`config.mk`:
```
export PLATFORM = sky130hd
export DESIGN_NAME = pe
export DESIGN_NICKNAME = d
export VERILOG_FILES = /design/src/logic/pea_pkg.sv /design/src/logic/pe.sv
export SDC_FILE = /design/constraint.sdc
export NUM_CORES = 2
export LEC_CHECK = 0
export ABC_AREA = 1
export BUFFER_PORTS_ARGS = -buffer_cell sky130_fd_sc_hd__buf_2
export CAP_MARGIN = 40
export CORE_MARGIN = 3
export CORE_UTILIZATION = 35
export CTS_BUF_LIST = sky130_fd_sc_hd__clkbuf_8
export CTS_CLUSTER_SIZE = 16
export DETAILED_ROUTE_END_ITERATION = 10
export PLACE_DENSITY_LB_ADDON = 0.25
export SLEW_MARGIN = 10
export SYNTH_ARGS = -nofsm -noshare
export SYNTH_HDL_FRONTEND = slang
export SYNTH_SLANG_ARGS = --single-unit
```
`constraint.sdc`:
```
create_clock -name clk_i -period 1 [get_ports clk_i]
set_input_delay 0.05 -clock clk_i [delete_from_list [all_inputs] [get_ports clk_i]]
set_output_delay 0.05 -clock clk_i [all_outputs]
set_load 0.1 [all_outputs]
```
`src/logic/pea_pkg.sv`:
```
package pea_pkg;

  ////////////////////////////////////////////////////////////
  // Array geometry and word width
  ////////////////////////////////////////////////////////////

  localparam int N_BITS = 32;
  localparam int N_ROWS = 4;
  localparam int N_COLS = 4;

  // Operand sources seen by every PE
  localparam int N_SRC = 6;

  // Shift amount taken from operand B
  localparam int SHAMT_W = 5;

  ////////////////////////////////////////////////////////////
  // PE configuration
  ////////////////////////////////////////////////////////////

  typedef enum logic [2:0] {
    ADD  = 3'd0,
    SUB  = 3'd1,
    MUL  = 3'd2,
    AND  = 3'd3,
    OR   = 3'd4,
    XOR  = 3'd5,
    SHL  = 3'd6,
    PASS = 3'd7
  } pe_op_e;

  // Codes 6 and 7 select a valid zero
  typedef enum logic [2:0] {
    SRC_STREAM = 3'd0,
    SRC_CONST  = 3'd1,
    SRC_NORTH  = 3'd2,
    SRC_WEST   = 3'd3,
    SRC_EAST   = 3'd4,
    SRC_SOUTH  = 3'd5
  } pe_src_e;

  typedef struct packed {
    pe_op_e  op;
    pe_src_e src_a;
    pe_src_e src_b;
  } pe_ctrl_t;

  // Column grouping of the ready, 3 behaves as TWIN
  typedef enum logic [1:0] {
    READY_ALL    = 2'd0,
    READY_SINGLE = 2'd1,
    READY_TWIN   = 2'd2
  } ready_mode_e;

endpackage

```
`src/logic/pe.sv`:
```
`timescale 1ns/1ps

module pe
  import pea_pkg::*;
#(
  parameter int N_BITS = pea_pkg::N_BITS
) (
  input  logic                         clk_i,
  input  logic                         rst_n_i,
  input  logic                         en_i,
  input  pe_ctrl_t                     ctrl_i,
  input  logic [N_SRC-1:0][N_BITS-1:0] src_data_i,
  input  logic [N_SRC-1:0]             src_valid_i,
  output logic [N_BITS-1:0]            res_o,
  output logic                         valid_o
);

  // Index 0 is operand A, index 1 is operand B
  logic [2:0]        op_sel   [2];
  logic [N_BITS-1:0] op_data  [2];
  logic              op_valid [2];

  logic [N_BITS-1:0] alu_res;

  assign op_sel[0] = ctrl_i.src_a;
  assign op_sel[1] = ctrl_i.src_b;

  ////////////////////////////////////////////////////////////
  // Operand selection
  ////////////////////////////////////////////////////////////

  for (genvar k = 0; k < 2; k++) begin : gen_operand
    always_comb begin
      if (op_sel[k] < 3'(N_SRC)) begin
        op_data[k]  = src_data_i[op_sel[k]];
        op_valid[k] = src_valid_i[op_sel[k]];
      end else begin
        // Unused codes feed a zero that never stalls
        op_data[k]  = '0;
        op_valid[k] = 1'b1;
      end
    end
  end

  ////////////////////////////////////////////////////////////
  // ALU
  ////////////////////////////////////////////////////////////

  always_comb begin
    case (ctrl_i.op)
      ADD: begin
        alu_res = op_data[0] + op_data[1];
      end
      SUB: begin
        alu_res = op_data[0] - op_data[1];
      end
      MUL: begin
        // Low half of the product
        alu_res = op_data[0] * op_data[1];
      end
      AND: begin
        alu_res = op_data[0] & op_data[1];
      end
      OR: begin
        alu_res = op_data[0] | op_data[1];
      end
      XOR: begin
        alu_res = op_data[0] ^ op_data[1];
      end
      SHL: begin
        alu_res = op_data[0] << op_data[1][SHAMT_W-1:0];
      end
      PASS: begin
        alu_res = op_data[0];
      end
      default: begin
        alu_res = op_data[0];
      end
    endcase
  end

  ////////////////////////////////////////////////////////////
  // Result register
  ////////////////////////////////////////////////////////////

  // Column enable low holds result and valid
  always_ff @(posedge clk_i or negedge rst_n_i) begin
    if (!rst_n_i) begin
      res_o   <= '0;
      valid_o <= 1'b0;
    end else if (en_i) begin
      res_o   <= alu_res;
      valid_o <= op_valid[0] & op_valid[1];
    end
  end

endmodule

```
======== After elaboration in Yosys (flattened, before gate mapping) ========
Index checks and enable logic that the tools add are counted.
word-level totals
  flip-flop bits (word level) ............. 33
  input bits .............................. 210
  word-level logic and storage cells ...... 35
  output and inout port bits .............. 33
operators by class
  order comparisons ....................... 4
  multipliers ............................. 1
  bitwise gates (word level) .............. 4
  reductions and logical operators ........ 1
  eq/ne operators ......................... 7
  add/subtract/negate cells ............... 2
  shift-type cells ........................ 1
  multiplexer cells ....................... 13
operators by type and width
  kind                                                                    number
  32-bit one-hot mux with 8 select lines                                  1
  32-bit binary-select mux with 3-bit select                              2
  32-bit 2-to-1 mux                                                       4
  32-bit adder                                                            1
  32-bit bitwise AND                                                      1
  32-bit by 32-bit multiplier with 32-bit output                          1
  32-bit bitwise OR                                                       1
  32-bit by 5-bit left shift with 32-bit output                           1
  32-bit subtractor                                                       1
  32-bit XOR                                                              1
  3-bit equality test (second input constant)                             4
  3-bit by 4-bit < comparator with 1-bit output (second input constant)   2
  1-bit binary-select mux with 3-bit select                               2
  3-bit by 2-bit equality test with 1-bit output (second input constant)  2
  3-bit < comparator (second input constant)                              2
  1-bit 2-to-1 mux                                                        4
  3-bit by 1-bit equality test with 1-bit output (second input constant)  1
  3-bit zero test                                                         1
  1-bit bitwise AND                                                       1

======== Logic depth before layout (Yosys ltp) ========
  word-level depth ........................ 5
  gate-level depth with buffers ........... 46
  mapped depth without buffers ............ 43

======== Least setup slack after synthesis ========
OpenSTA, ideal clock, no wires.
  kind .................................... input to register
  start point ............................. input port ctrl_i[1] (netlist bit)
  end point ............................... register res_o[29]
  library setup time ...................... 0.122 ns
  buffers on the path ..................... 6
  stages .................................. 36
  data arrival time ....................... 7.222 ns
  slack ................................... -6.345 ns
  path through ............................ buf_4 -> inv_2 -> buf_6 -> buf_4 -> nand3_1 -> nand2_1 -> buf_4 -> clkinv_2 -> clkbuf_1 -> buf_1 -> nor2_1 -> fa_1 -> inv_1 -> fa_1 -> fa_1 -> fa_1 -> inv_1 -> fa_1 -> inv_1 -> fa_1 -> inv_1 -> fa_1 -> fa_1 -> ha_1 -> a21oi_1 -> o21ai_0 -> a21oi_1 -> nand3_1 -> nand2_1 -> nand2_1 -> a21o_1 -> or2_2 -> nand3_1 -> nand3_1 -> o22ai_1 -> inv_1
between the ends
  longest elaborated chain between the ends .. 5
  elaborated cells between the ends (all ways) .. 12
RTL lines
  element                                                                       line      RTL
  from (decl)                                                                   pe.sv:11  input pe_ctrl_t ctrl_i,
  32-bit binary-select mux with 3-bit select                                    pe.sv:35  op_data[k] = src_data_i[op_sel[k]];
  32-bit 2-to-1 mux (not written as such)                                       pe.sv:35
  32-bit 2-to-1 mux *                                                           pe.sv:34  if (op_sel[k] < 3'(N_SRC)) begin
  32-bit by 32-bit multiplier with 32-bit output, or another cell as far along  pe.sv:59  alu_res = op_data[0] * op_data[1];
  32-bit one-hot mux with 8 select lines *                                      pe.sv:50  case (ctrl_i.op)
  to (signal assigned)                                                          pe.sv:92  res_o <= alu_res;
  to (decl)                                                                     pe.sv:14  output logic [N_BITS-1:0] res_o,
Every way passes the cells marked *; elsewhere a longest branch is shown, timed or not. The select of a mux whose other input is x is not followed.
A chain may end at the register's enable or synchronous reset.

======== Worst setup path in the final report ========
  start point ............................. input port ctrl_i[4] (netlist bit)
  end point ............................... register res_o[30]
Same word-level chain as after synthesis.

==> reports/qor.yml <==
num-fill-cells: 7128
worst_setup_path_type: "input pin to register"
utilization: 0.545
finalWeightedCongestion: 1.03
synth_cells: 4038
cts_max_path_buffers: 2
drt-vias-per-instance: 5.34
finClkSkew_ns: 0
io_count: 243
numCtsBuffers: 5
timing.critical_path.buf_inv: 9
totalWireLength_um: 136000
grt_usage: 0.332
place_worst_setup_slack_ns: -6.79
worstPathRequired_ns: 1.22
failed_checks: "setup timing"
path_max_fanout: 18
nets: 5884
drc: 0
maxCapViolations: 0
post_dp_cell_area_um2: 36400
finalCriticalPeriod_ns: 6.98
initial_core_util: 0.356
synth_ff_type: "dfrtp_1"
netlist_area_pre_place_um2: 26700
report.final.slew_viol_count: 0
synth.ff_latch_count: 33
route.vias.total: 32100
timing.critical_path.slowest_stage_cell: "fa_1"
ys_types: 57
post-dp-hpwl_um: 111000
htreeDepth: 2
final_hold_violating_endpoints: 0
drt_iter0_markers: 3122
cts_tree: "built"
crit_path_max_incr_delay_ns: 0.57
ant_nets: 0
die_h_um: 282
globalRoute.totalOverflow: 0
grt_antenna_before_repair: 2
slew-limit-headroom: 0.401
syn_avg_cell_area_um2: 6.62
floorplan.core_area_um2: 75100
clock_latency_at_the_later_pin_of_the_worst_skew_pair_ns: 0.31
horiz_die_dim_um: 282
clkTransAtPathRegs_ns: 0.09
setup_repair_after_global_routing_missed_its_margin: "true"
rows: 100
layout-drive-gt1-share: 0.353
first_global_vias: 31500
wire_per_inst_um: 22.6
fin_crit_sh: 6.98
mappedNetlistNets: 4877
fmaxAchievable_ghz: 0.143
setup_violations: 41
run_status: "complete, but fails checks"
firstDrtPassIters: 6
worst-endpoint-arrival_ns: 7.20
synth_seq_area_share: 0.0309
root_buffer: "clkbuf_8"
worst-slew-pin-transition_ns: 0.898
post-route-cell-area_um2: 40900
grt_max_degree: 39
timing.critical_path.to_type: "register"
tritoncts_num_sinks: 33
hold-worst-slack_ns: 0.229
area_of_the_die_um2: 79700
top_cell_family_by_delay_on_the_critical_path: "adder cells"
synth_enable_flop_cells: 0
yosysWarnings: 0
grt_first_pass_wirelength_um: 198000
tightest_hold_check_type: "input pin to register"
placement.io_buffers: 242
final_critical_path_setup_slack_ns: -5.98
areaGrowthSynthToFinish_pct: 52.9
async_sr_flop_fraction: 1.00
path_common_cell: "fa_1"
setup.worst_path.start_class: "input pin"
-- repair_timing --
item | 4_1_cts | 5_1_grt
hold buffers | 1 | 0
setup buffers | 64 | 51
resized for setup | 437 | 312
gates cloned | 12 | 10
endpoints found under the setup margin | 40 | 45
hold endpoints to repair | 33 | 0
pin swaps | 174 | 161
-- area by class of cell --
class / count / area [um^2] / area share
repair buffers: 1195 / 10800 / 0.263
well taps: 969 / 1210 / 0.0297
repair inverters: 2 / 20.0 / 0.000490
inverters: 751 / 2990 / 0.0730
multi-input cells: 3057 / 25000 / 0.611
diodes: 1 / 2.50 / 0.0000612
clock buffers: 5 / 68.8 / 0.00168
clock inverters: 3 / 17.5 / 0.000429
flip-flops and latches: 33 / 835 / 0.0204
-- per-layer routing --
| layer | vias to the layer above | GRT usage | wire [um] |
|---|---|---|---|
| met4 | 0 | 0.148 | 8210 |
| li1 | 14500 | - | - |
| met3 | 347 | 0.0494 | 12700 |
| met1 | 15600 | 0.446 | 54800 |
| met5 | - | 0 | 0 |
| met2 | 1662 | 0.529 | 60100 |
-- per-stage QoR --
step                      instances  setup TNS, ns
after floorplan                4038        -146.54
after global placement         5879        -179.83
after detailed placement       5880        -180.46
after CTS                      5959        -157.06
after global routing           6016        -165.40
final                          6016        -159.39
-- flip-flops by register name, indices dropped and copies added (netlist names) --
| name | flops |
|---|---|
| valid_o | 1 |
| res_o | 32 |
-- synthesized netlist by cell type, types with 13 or more instances --
library cell	n	area, um^2
nand3_1	186	931
fa_1	409	8190
nor2_1	513	1930
o21ai_2	16	140
o22ai_1	17	106
buf_1	35	131
buf_4	13	97.6
dfrtp_1	33	826
ha_1	220	2750
o21ai_1	37	185
inv_2	24	90.1
a31oi_1	16	100
o21ai_0	233	1170
buf_2	54	270
inv_1	714	2680
or2_2	13	81.3
clkbuf_1	87	327
o211ai_1	31	233
a21oi_1	161	806
nand2_1	963	3610
o2111ai_1	17	149
nor3_1	15	75.1
nand4_1	16	100
xor2_1	52	455
xnor2_1	15	131
-- layout by cell type, fill, tap and decap left out, drive strengths merged, types with 11 or more instances in the layout --
cell / instances
buf: 1180
nand2: 975
inv: 737
nor2: 520
fa: 409
o21ai: 286
ha: 220
nand3: 188
a21oi: 161
xor2: 52
o211ai: 34
dfrtp: 33
nor3: 18
o22ai: 17
o2111ai: 17
nand4: 16
a31oi: 16
clkinv: 16
xnor2: 15
clkbuf: 15
or2: 13
nand3b: 12
o221ai: 12
nor4: 11
-- cell families after synthesis --
group | after synthesis | synth area share
and+or+nand+nor | 1755 | 0.265
buffers and inverters | 948 | 0.140
adders and majority gates | 629 | 0.409
AOI/OAI and AO/OA | 599 | 0.131
xor gates and xnor gates | 67 | 0.0219
DFF | 33 | 0.0309
muxes | 7 | 0.00262
-- tightest hold or removal path, stage by stage --
cell and delay (ns):
buf_2 0.16, buf_12 0.18, o21ai_1 0.08, inv_1 0.05
-- worst paths after layout --
kind	start	end	slack, ns	cells after the start
hold reg to reg	valid_o$_DFFE_PN0P_	valid_o$_DFFE_PN0P_	0.54	2
min in group asynchronous	rst_n_i	res_o[6]$_DFFE_PN0P_	0.24	3
max in group asynchronous	rst_n_i	valid_o$_DFFE_PN0P_	0.55	3
setup / recovery	ctrl_i[4]	res_o[30]$_DFFE_PN0P_	-5.98	31
setup reg to reg	res_o[31]$_DFFE_PN0P_	res_o[31]$_DFFE_PN0P_	0.06	3
hold / removal	en_i	res_o[9]$_DFFE_PN0P_	0.23	4
Power is left out: the tool's default activity adds up to more than one toggle a clock period on the data nets, which glitch-free logic cannot reach.
