### config.mk
export PLATFORM = sky130hd
export DESIGN_NAME = pea_stream_in
export DESIGN_NICKNAME = d
export VERILOG_FILES = /design/src/logic/pea_pkg.sv /design/src/logic/pea_stream_in.sv
export SDC_FILE = /design/constraint.sdc
export NUM_CORES = 1
export LEC_CHECK = 0
export BUFFER_PORTS_ARGS = -buffer_cell sky130_fd_sc_hd__buf_2
export CAP_MARGIN = 40
export CORE_ASPECT_RATIO = 2
export CORE_MARGIN = 1
export CORE_UTILIZATION = 45
export DETAILED_ROUTE_END_ITERATION = 12
export PLACE_DENSITY = 0.92
export SLEW_MARGIN = 20
export SYNTH_ARGS = -nofsm -noshare
export SYNTH_HDL_FRONTEND = slang
export SYNTH_SLANG_ARGS = --single-unit
### constraint.sdc
create_clock -name clk_i -period 1.2 [get_ports clk_i]
set_input_delay 0.12 -clock clk_i [delete_from_list [all_inputs] [get_ports clk_i]]
set_output_delay 0.12 -clock clk_i [all_outputs]
set_load 0.005 [all_outputs]
### src/logic/pea_pkg.sv
package pea_pkg;

  ////////////////////////////////////////////////////////////
  // Array geometry and word width
  ////////////////////////////////////////////////////////////

  localparam int N_BITS = 32;
  localparam int N_ROWS = 4;
  localparam int N_COLS = 4;

  // Operand sources seen by every PE
  localparam int N_SRC = 6;

  // Shift amount taken from operand B
  localparam int SHAMT_W = 5;

  ////////////////////////////////////////////////////////////
  // PE configuration
  ////////////////////////////////////////////////////////////

  typedef enum logic [2:0] {
    ADD  = 3'd0,
    SUB  = 3'd1,
    MUL  = 3'd2,
    AND  = 3'd3,
    OR   = 3'd4,
    XOR  = 3'd5,
    SHL  = 3'd6,
    PASS = 3'd7
  } pe_op_e;

  // Codes 6 and 7 select a valid zero
  typedef enum logic [2:0] {
    SRC_STREAM = 3'd0,
    SRC_CONST  = 3'd1,
    SRC_NORTH  = 3'd2,
    SRC_WEST   = 3'd3,
    SRC_EAST   = 3'd4,
    SRC_SOUTH  = 3'd5
  } pe_src_e;

  typedef struct packed {
    pe_op_e  op;
    pe_src_e src_a;
    pe_src_e src_b;
  } pe_ctrl_t;

  // Column grouping of the ready, 3 behaves as TWIN
  typedef enum logic [1:0] {
    READY_ALL    = 2'd0,
    READY_SINGLE = 2'd1,
    READY_TWIN   = 2'd2
  } ready_mode_e;

endpackage

### src/logic/pea_stream_in.sv
`timescale 1ns/1ps

module pea_stream_in
  import pea_pkg::*;
#(
  parameter int N_COLS = pea_pkg::N_COLS,
  parameter int N_BITS = pea_pkg::N_BITS
) (
  input  logic                          clk_i,
  input  logic                          rst_n_i,
  input  ready_mode_e                   ready_mode_i,
  input  logic [N_COLS-1:0]             stream_ready_i,
  input  logic [N_COLS-1:0]             stream_valid_i,
  input  logic [N_COLS-1:0][N_BITS-1:0] stream_data_i,
  output logic [N_COLS-1:0]             col_en_o,
  output logic [N_COLS-1:0]             in_valid_o,
  output logic [N_COLS-1:0][N_BITS-1:0] in_data_o
);

  logic              ready_all;
  logic [N_COLS-1:0] ready_twin;

  assign ready_all = &stream_ready_i;

  // Pairs 2k and 2k+1, an odd last column stands alone
  for (genvar c = 0; c < N_COLS; c++) begin : gen_twin
    localparam int MATE = c ^ 1;
    if (MATE < N_COLS) begin : gen_pair
      assign ready_twin[c] = stream_ready_i[c] & stream_ready_i[MATE];
    end else begin : gen_alone
      assign ready_twin[c] = stream_ready_i[c];
    end
  end

  always_comb begin
    case (ready_mode_i)
      READY_ALL:    col_en_o = {N_COLS{ready_all}};
      READY_SINGLE: col_en_o = stream_ready_i;
      default:      col_en_o = ready_twin;
    endcase
  end

  ////////////////////////////////////////////////////////////
  // Input registers
  ////////////////////////////////////////////////////////////

  // Idle input cycles enter as invalid slots
  always_ff @(posedge clk_i or negedge rst_n_i) begin
    if (!rst_n_i) begin
      in_valid_o <= '0;
      in_data_o  <= '0;
    end else begin
      for (int c = 0; c < N_COLS; c++) begin
        if (col_en_o[c]) begin
          in_valid_o[c] <= stream_valid_i[c];
          in_data_o[c]  <= stream_data_i[c];
        end
      end
    end
  end

endmodule

Word level (Yosys, flattened, before mapping) --
Index checks and enable logic that the tools add are counted.
Word-level totals: register bits 132, output and inout bits 136, logic and storage cells 14
Operators by class: equality and inequality tests 1, muxes and demuxes 1, bitwise logic cells 2, reductions and logical operators 2
Operators by type and width (number):
- 4-bit one-hot mux with 2 select lines | 1
- 4-bit AND reduction | 1
- 1-bit AND | 2
- 2-bit by 1-bit == test with 1-bit output (second input constant) | 1
- 2-bit logical NOT | 1

Longest topological paths before layout --
Gate-level depths: netlist (run 1).
depth after elaboration 2, mapped depth 5, depth with buffers taken out 3

Worst setup path before layout (run 1) --
OpenSTA, ideal clock, no wires.
path kind input to register, start point input port ready_mode_i[0], end point register in_data_o[101] (netlist bit), arrival 1.157 ns, required time 1.075 ns, setup slack -0.082 ns, cell stages on the path 5, cell sequence nor2b_1 buf_6 a22oi_4 buf_6 mux2_2
On the way: longest elaborated chain between the ends 2, elaborated cells on any way between the ends 3
Ends and longest elaborated chain:
- start: declaration | RTL line pea_stream_in.sv:11 | input ready_mode_e ready_mode_i,
- 2-bit by 1-bit == test with 1-bit output / 2-bit logical NOT (equally long branches) | RTL line pea_stream_in.sv:36 | case (ready_mode_i)
- 4-bit one-hot mux with 2 select lines * | RTL line pea_stream_in.sv:36
- end signal: indexed assignment | RTL line pea_stream_in.sv:56 | in_data_o[c] <= stream_data_i[c];
- end: declaration | RTL line pea_stream_in.sv:17 | output logic [N_COLS-1:0][N_BITS-1:0] in_data_o
Every way passes the cells marked *; elsewhere a longest branch is shown, timed or not. A chain may end at the register's enable or synchronous reset.

Worst setup path after layout (run 1) --
start point input port stream_ready_i[0], end point output port col_en_o[0]
On the way: longest elaborated chain between the ends 2, elaborated cells on any way between the ends 3
Ends and longest elaborated chain:
- start: declaration | RTL line pea_stream_in.sv:12 | input logic [N_COLS-1:0] stream_ready_i,
- 4-bit AND reduction / 1-bit AND (equally long branches) | RTL line pea_stream_in.sv:23, pea_stream_in.sv:29
- 4-bit one-hot mux with 2 select lines * | RTL line pea_stream_in.sv:36
- end: declaration | RTL line pea_stream_in.sv:15 | output logic [N_COLS-1:0] col_en_o,
Marked as above.

==> flow_summary.yaml, run 1 <==
finish:
  nFillCells: 553
  drive_gt1_share_pct: 62.5
  final_cell_area_um2: 8870
  area_delta_synth_final_pct: 74.9
  postLayoutCoreUtil_pct: 81.0
  nNetsFinal: 879
yosys:
  synth-seq-cells: 132
  ys_seq_area_share_pct: 65.2
  synth.cell_area_um2: 5070
  syn_area_per_cell_um2: 17.5
  synth_cells: 290
  syn_nets: 430
  synth.distinct_cells: 9
  ys.warnings.count: 0
setup_path:
  critPathMaxStageDelay_ns: 0.24
  slowest_stage: "a22oi_4"
  criticalPathCategory: "input port to output port"
  r2r_setup_slack_ns: 0.37
  crit_path_start_kind: "input port"
  critPathCaptureType: "output port"
  worstPathCellList: "buf_2, and2_1, a22oi_4, buf_12, inv_1, buf_2"
  path_max_fanout: 17
  cp.required_ns: 1.08
  worst_path_most_repeated_cell: "buf_2"
  critical_path_arrival_ns: 1.04
cts:
  postCtsResizedCells: 0
  htree_levels: 4
  clkLatencyLatePin_ns: 0.39
  clk_pin_slew_ns: 0.06
  clock_sink_count: 132
  cts_tree: "built"
  clk_path_buf_depth: 2
  cts-root-buf: "clkbuf_16"
  cts_buffers: 17
detailed_routing:
  vias: 4460
  finalWirelength_um: 17500
  ant_nets: 0
  detail_route.wl_per_cell_um: 19.7
  post_drt_via_cell_ratio: 5.01
  drcViolationCount: 0
  drt-initial-drc-count: 239
  drt-pass1-iter-count: 4
die:
  start_util_pct: 46.3
  die_area_um2: 11700
  ios: 276
  core_area_um2: 10900
  die_w_um: 77.1
  row_count: 54
  fp.dieH_um: 152
placed_design:
  placed_area_um2: 6740
  finalWeightedCongestion: 0.839
  hpwl_um: 9290
  portBuffers: 275
  place_ws_ns: -0.216
sta:
  worst_slack_ns: 0.0384
  setup_violations: 0
  fin_worst_skew_ns: 0
  clock.fmax_mhz: 861
  slew_violations: 0
  rsz0062_at_grt: "false"
  holdWs_ns: 0.214
  fin_crit_sh_pct: 96.8
  hold_violations: 0
  period_needed_ns: 1.16
  worst_pin_slew_ns: 0.300
  maxSlewHeadroom_pct: 80.0
grt:
  grt_pass1_vias: 5123
  grt_pass1_wl_um: 26500
  grt_max_degree: 47
  grt_usage_pct: 30.0
  grt-ovfl-total: 0
  antenna_found_initial: 1
power_and_ir_drop:
  vdd_ir_drop_max_mv: 1.24
  p_leak_nw: 4.47
  pwr_density_cell_nw_per_um2: 1540
hold_path:
  hold_path.class: "input port to asynchronous set/reset pin"
status:
  outcome: "finished, final reports clean"
flow_run:
  maxCapViolations: 0
-- metrics by stage --
stage          setup TNS [ns]  instances  total power [mW]
6_report                    0        890              13.7
5_1_grt                     0        890              14.2
4_1_cts                     0        870              13.5
3_5_place_dp           -23.92        705              8.35
3_3_place_gp           -20.07        705              8.17
2_1_floorplan           -4.80        290              6.90
-- kinds of logic after synthesis --
kind of cell / share of synthesized area [%]
AO/OA/AOI/OAI: 1.97
buffers and inverters: 3.18
flip-flops: 65.2
multiplexers: 29.3
AND/OR/NAND/NOR: 0.370
-- cell usage in the layout (no fill, tap or decap) --
| cell | count |
|---|---|
| a22oi_4 | 4 |
| bufinv_16 | 1 |
| mux2_1 | 8 |
| clkinvlp_4 | 3 |
| buf_2 | 274 |
| dfrtp_1 | 132 |
| dlygate4sd3_1 | 133 |
| nor2b_4 | 1 |
| bufbuf_16 | 3 |
| clkinv_2 | 5 |
| and2_1 | 2 |
| clkbuf_16 | 18 |
| a21o_1 | 2 |
| clkinv_4 | 1 |
| buf_4 | 26 |
| mux2_4 | 21 |
| inv_1 | 4 |
| buf_12 | 6 |
| mux2_2 | 103 |
| clkbuf_8 | 2 |
| diode_2 | 1 |
-- final cells by class --
type	count	area (um2)	share of cell area [%]
flip-flops and latches	132	3300	37.3
repair buffers	443	3140	35.4
multi-input cells	141	1690	19.1
clock buffers	19	453	5.11
well taps	140	175	1.98
clock inverters	10	86.3	0.974
inverters	4	15.0	0.169
diodes	1	2.50	0.0282
-- cell usage after synthesis, drive strengths merged --
master,number,area share [%]
and2,2,0.25
mux2,132,29
a22oi,4,1.7
dfrtp,132,65
a21o,2,0.30
inv,4,0.30
nor2b,1,0.12
buf,13,2.9
-- metal layers --
metal | wire length (um) | part of all wire [%] | global-route usage, %
met4 | 879 | 5.0 | 19.4
met1 | 5850 | 33 | 29.1
met3 | 1010 | 5.7 | 6.31
met2 | 9810 | 56 | 55.7
met5 | 0 | 0 | 0
-- flip-flops by register name, summed over array words and instances (netlist names) --
name / cells
in_data_o: 128
in_valid_o: 4
-- worst max-delay path, delay by kind of cell --
kind / cells / cell delay, ns
buf+inv: 4 / 0.47
simple gates: 1 / 0.21
compound gates: 1 / 0.24
-- final timing paths --
| kind | startpoint | endpoint | cells past startpoint |
|---|---|---|---|
| min reg2reg | in_data_o[83]$_DFFE_PN0P_ | in_data_o[83]$_DFFE_PN0P_ | 1 |
| max reg2reg | in_data_o[0]$_DFFE_PN0P_ | in_data_o[0]$_DFFE_PN0P_ | 1 |
| max in group asynchronous | rst_n_i | in_data_o[50]$_DFFE_PN0P_ | 3 |
| max | stream_ready_i[0] | col_en_o[0] | 6 |
| min in group clk_i | stream_ready_i[2] | in_data_o[91]$_DFFE_PN0P_ | 5 |
| min | rst_n_i | in_data_o[103]$_DFFE_PN0P_ | 2 |
-- timing repair --
item                       CTS  global route
hold buffers               133             0
hold endpoints to repair   264             0
pin swaps                    2             1
setup endpoints to repair    3             3
cloned                       3             1
setup buffers                0            18
-- report_power, final --
| group | total, mW | switching [mW] | internal (mW) |
|---|---|---|---|
| Combinational | 3.16 | 1.21 | 1.95 |
| Clock | 4.72 | 1.81 | 2.90 |
| Sequential | 5.79 | 0.508 | 5.29 |
Power figures use the tool's default switching activity.
==> run 2, diff against run 1 <==
==> constraint.sdc (replaced) <==
create_clock -name clk_i -period 1.15 [get_ports clk_i]
set_input_delay 0.115 -clock clk_i [delete_from_list [all_inputs] [get_ports clk_i]]
set_output_delay 0.115 -clock clk_i [all_outputs]
set_load 0.005 [all_outputs]
==> flow_summary.yaml, run 2 (synthesis results as in run 1) <==
power_and_ir_drop:
  swShare_pct: 25.0
  p_clk_share_pct: 38.6
  vdd_ir_drop_max_mv: 1.16
  power_frac_seq_pct: 39.7
  fin_total_pwr_mw: 15.3
  intPower_mw: 11.5
  net-switching-power_mw: 3.83
  pwr_density_cell_nw_per_um2: 1700
  power_frac_comb_pct: 21.7
  p_leak_nw: 4.51
setup_path:
  slowest_stage: "mux2_1"
  critical_path_arrival_ns: 1.41
  cp.required_ns: 1.42
  rr_worst_depth: 1
  criticalPathCategory: "input port to flip-flop"
  critPathTopFamily: "buffers and inverters"
  worst-path-buf-inv: 2
  crit_path_start_kind: "input port"
  critPathCaptureType: "flip-flop"
  critPathMaxStageDelay_ns: 0.37
  worstPathCellList: "buf_2, a21o_4, a22oi_4, bufbuf_16, mux2_1"
  r2r_setup_slack_ns: 0.28
  reg2reg_from: "in_data_o[124]$_DFFE_PN0P_"
  regToRegEndpoint: "in_data_o[124]$_DFFE_PN0P_"
  path_max_fanout: 17
placed_design:
  hpwl_um: 9480
  finalWeightedCongestion: 0.867
  dp.cells: 704
  portBuffers: 275
status:
  outcome: "finished, final reports clean"
cts:
  clk_path_buf_depth: 2
  cts-root-buf: "clkbuf_16"
  clock_sink_count: 132
  cts_tree: "built"
  clkLatencyLatePin_ns: 0.40
  clk_pin_slew_ns: 0.06
  cts_buffers: 17
  htree_levels: 4
sta:
  fin_worst_skew_ns: 0
  hold_violations: 0
  slew_violations: 0
  rsz0062_at_grt: "false"
  setup_violations: 0
  holdWs_ns: 0.174
  maxSlewHeadroom_pct: 76.1
  fin_crit_sh_pct: 99.3
  period_needed_ns: 1.14
  worst_pin_slew_ns: 0.358
  clock.fmax_mhz: 876
finish:
  stdcell_count: 888
  layout_commonest_cell: "buf_2"
  area_delta_synth_final_pct: 77.0
  largest_reg_flops: 128
  postLayoutCoreUtil_pct: 82.0
  mostFrequentLayoutCells: "buf_2, dlygate4sd3_1, dfrtp_1, mux2_2"
  nNetsFinal: 875
  nFillCells: 534
  biggestRegsByFlops: "in_data_o (128), in_valid_o (4)"
  drive_gt1_share_pct: 62.5
  regMostFlops: "in_data_o"
detailed_routing:
  wl_met2_um: 10200
  met1_length_um: 6130
  vias: 4484
  finalWirelength_um: 18200
  drt-pass1-iter-count: 6
  ant_nets: 0
  drcViolationCount: 0
  post_drt_via_cell_ratio: 5.05
  detail_route.wl_per_cell_um: 20.5
  drt-initial-drc-count: 225
  highest-signal-layer: "met4"
  wl_met3_um: 1010
die:
  die_w_um: 77.1
  fp.dieH_um: 152
  ios: 276
  core_area_um2: 10900
  row_count: 54
  die_area_um2: 11700
  start_util_pct: 46.3
hold_path:
  hold_path.class: "input port to asynchronous set/reset pin"
grt:
  grt_max_degree: 46
  grt-ovfl-total: 0
  grt_usage_pct: 32.1
  grt_pass1_vias: 5288
  grt_pass1_wl_um: 28200
  antenna_found_initial: 1
flow_run:
  maxCapViolations: 0
-- run 2: cell types whose count changed in the layout (fill, tap and decap cells not counted), sizes merged --
cell | before | now
clkbuf | 20 | 19
clkinvlp | 3 | 2
bufbuf | 3 | 4
buf | 306 | 302
bufinv | 1 | 5
clkinv | 6 | 5
-- run 2: stage by stage --
stage | TNS [ns] | instance area (um2) | setup WS [ns]
finish | 0 | 8970 | 0.00840
global route | 0 | 8970 | 0.00244
CTS | -0.00829 | 8900 | -0.00829
detailed placement | -29.86 | 6740 | -0.264
global placement | -26.17 | 6740 | -0.213
floorplan | -10.02 | 5160 | -0.0917
-- run 2: routing by layer --
metal / vias up / GRT usage, %
li1: 1908 / -
met2: 263 / 58.6
met1: 2242 / 32.8
met3: 71 / 6.73
met5: - / 0
met4: 0 / 18.7
-- run 2: repair_timing --
action | 4_1_cts | 5_1_grt
endpoints found under the setup margin | 4 | 2
resized for setup | 0 | 2
hold buffers | 133 | 0
gates cloned | 4 | 0
setup buffers | 7 | 8
pin swaps | 2 | 2
endpoints found under the hold margin | 253 | 0
-- run 2: power groups by stage --
stage | Sequential [mW] | Combinational, mW | Clock, mW
3_3_place_gp | 5.96 | 2.57 | 0
3_5_place_dp | 6.03 | 2.69 | 0
6_report | 6.07 | 3.32 | 5.89
5_1_grt | 6.14 | 3.53 | 6.20
2_1_floorplan | 6.07 | 1.14 | 0
4_1_cts | 5.97 | 3.18 | 5.94
-- run 2: how the worst max path moves through the flow --
stage                     slack (ns)  cells after the start                    endpoint         startpoint
after floorplan                -0.09                      5  in_data_o[100]$_DFFE_PN0P_    ready_mode_i[0]
final                          0.008                      5  in_data_o[124]$_DFFE_PN0P_  stream_ready_i[1]
after global placement         -0.21                      5   in_data_o[39]$_DFFE_PN0P_  stream_ready_i[3]
after detailed placement       -0.26                      5  in_data_o[125]$_DFFE_PN0P_  stream_ready_i[3]
after global routing           0.002                      6                 col_en_o[3]  stream_ready_i[1]
after CTS                     -0.008                      6                 col_en_o[3]  stream_ready_i[3]
-- run 2: final cells by class --
type | count | area (um2) | share of cell area [%]
clock inverters | 12 | 205 | 2.29
well taps | 140 | 175 | 1.95
flip-flops and latches | 132 | 3300 | 36.8
inverters | 4 | 15.0 | 0.167
multi-input cells | 141 | 1700 | 18.9
diodes | 1 | 2.50 | 0.0279
repair buffers | 439 | 3130 | 34.9
clock buffers | 19 | 443 | 4.94
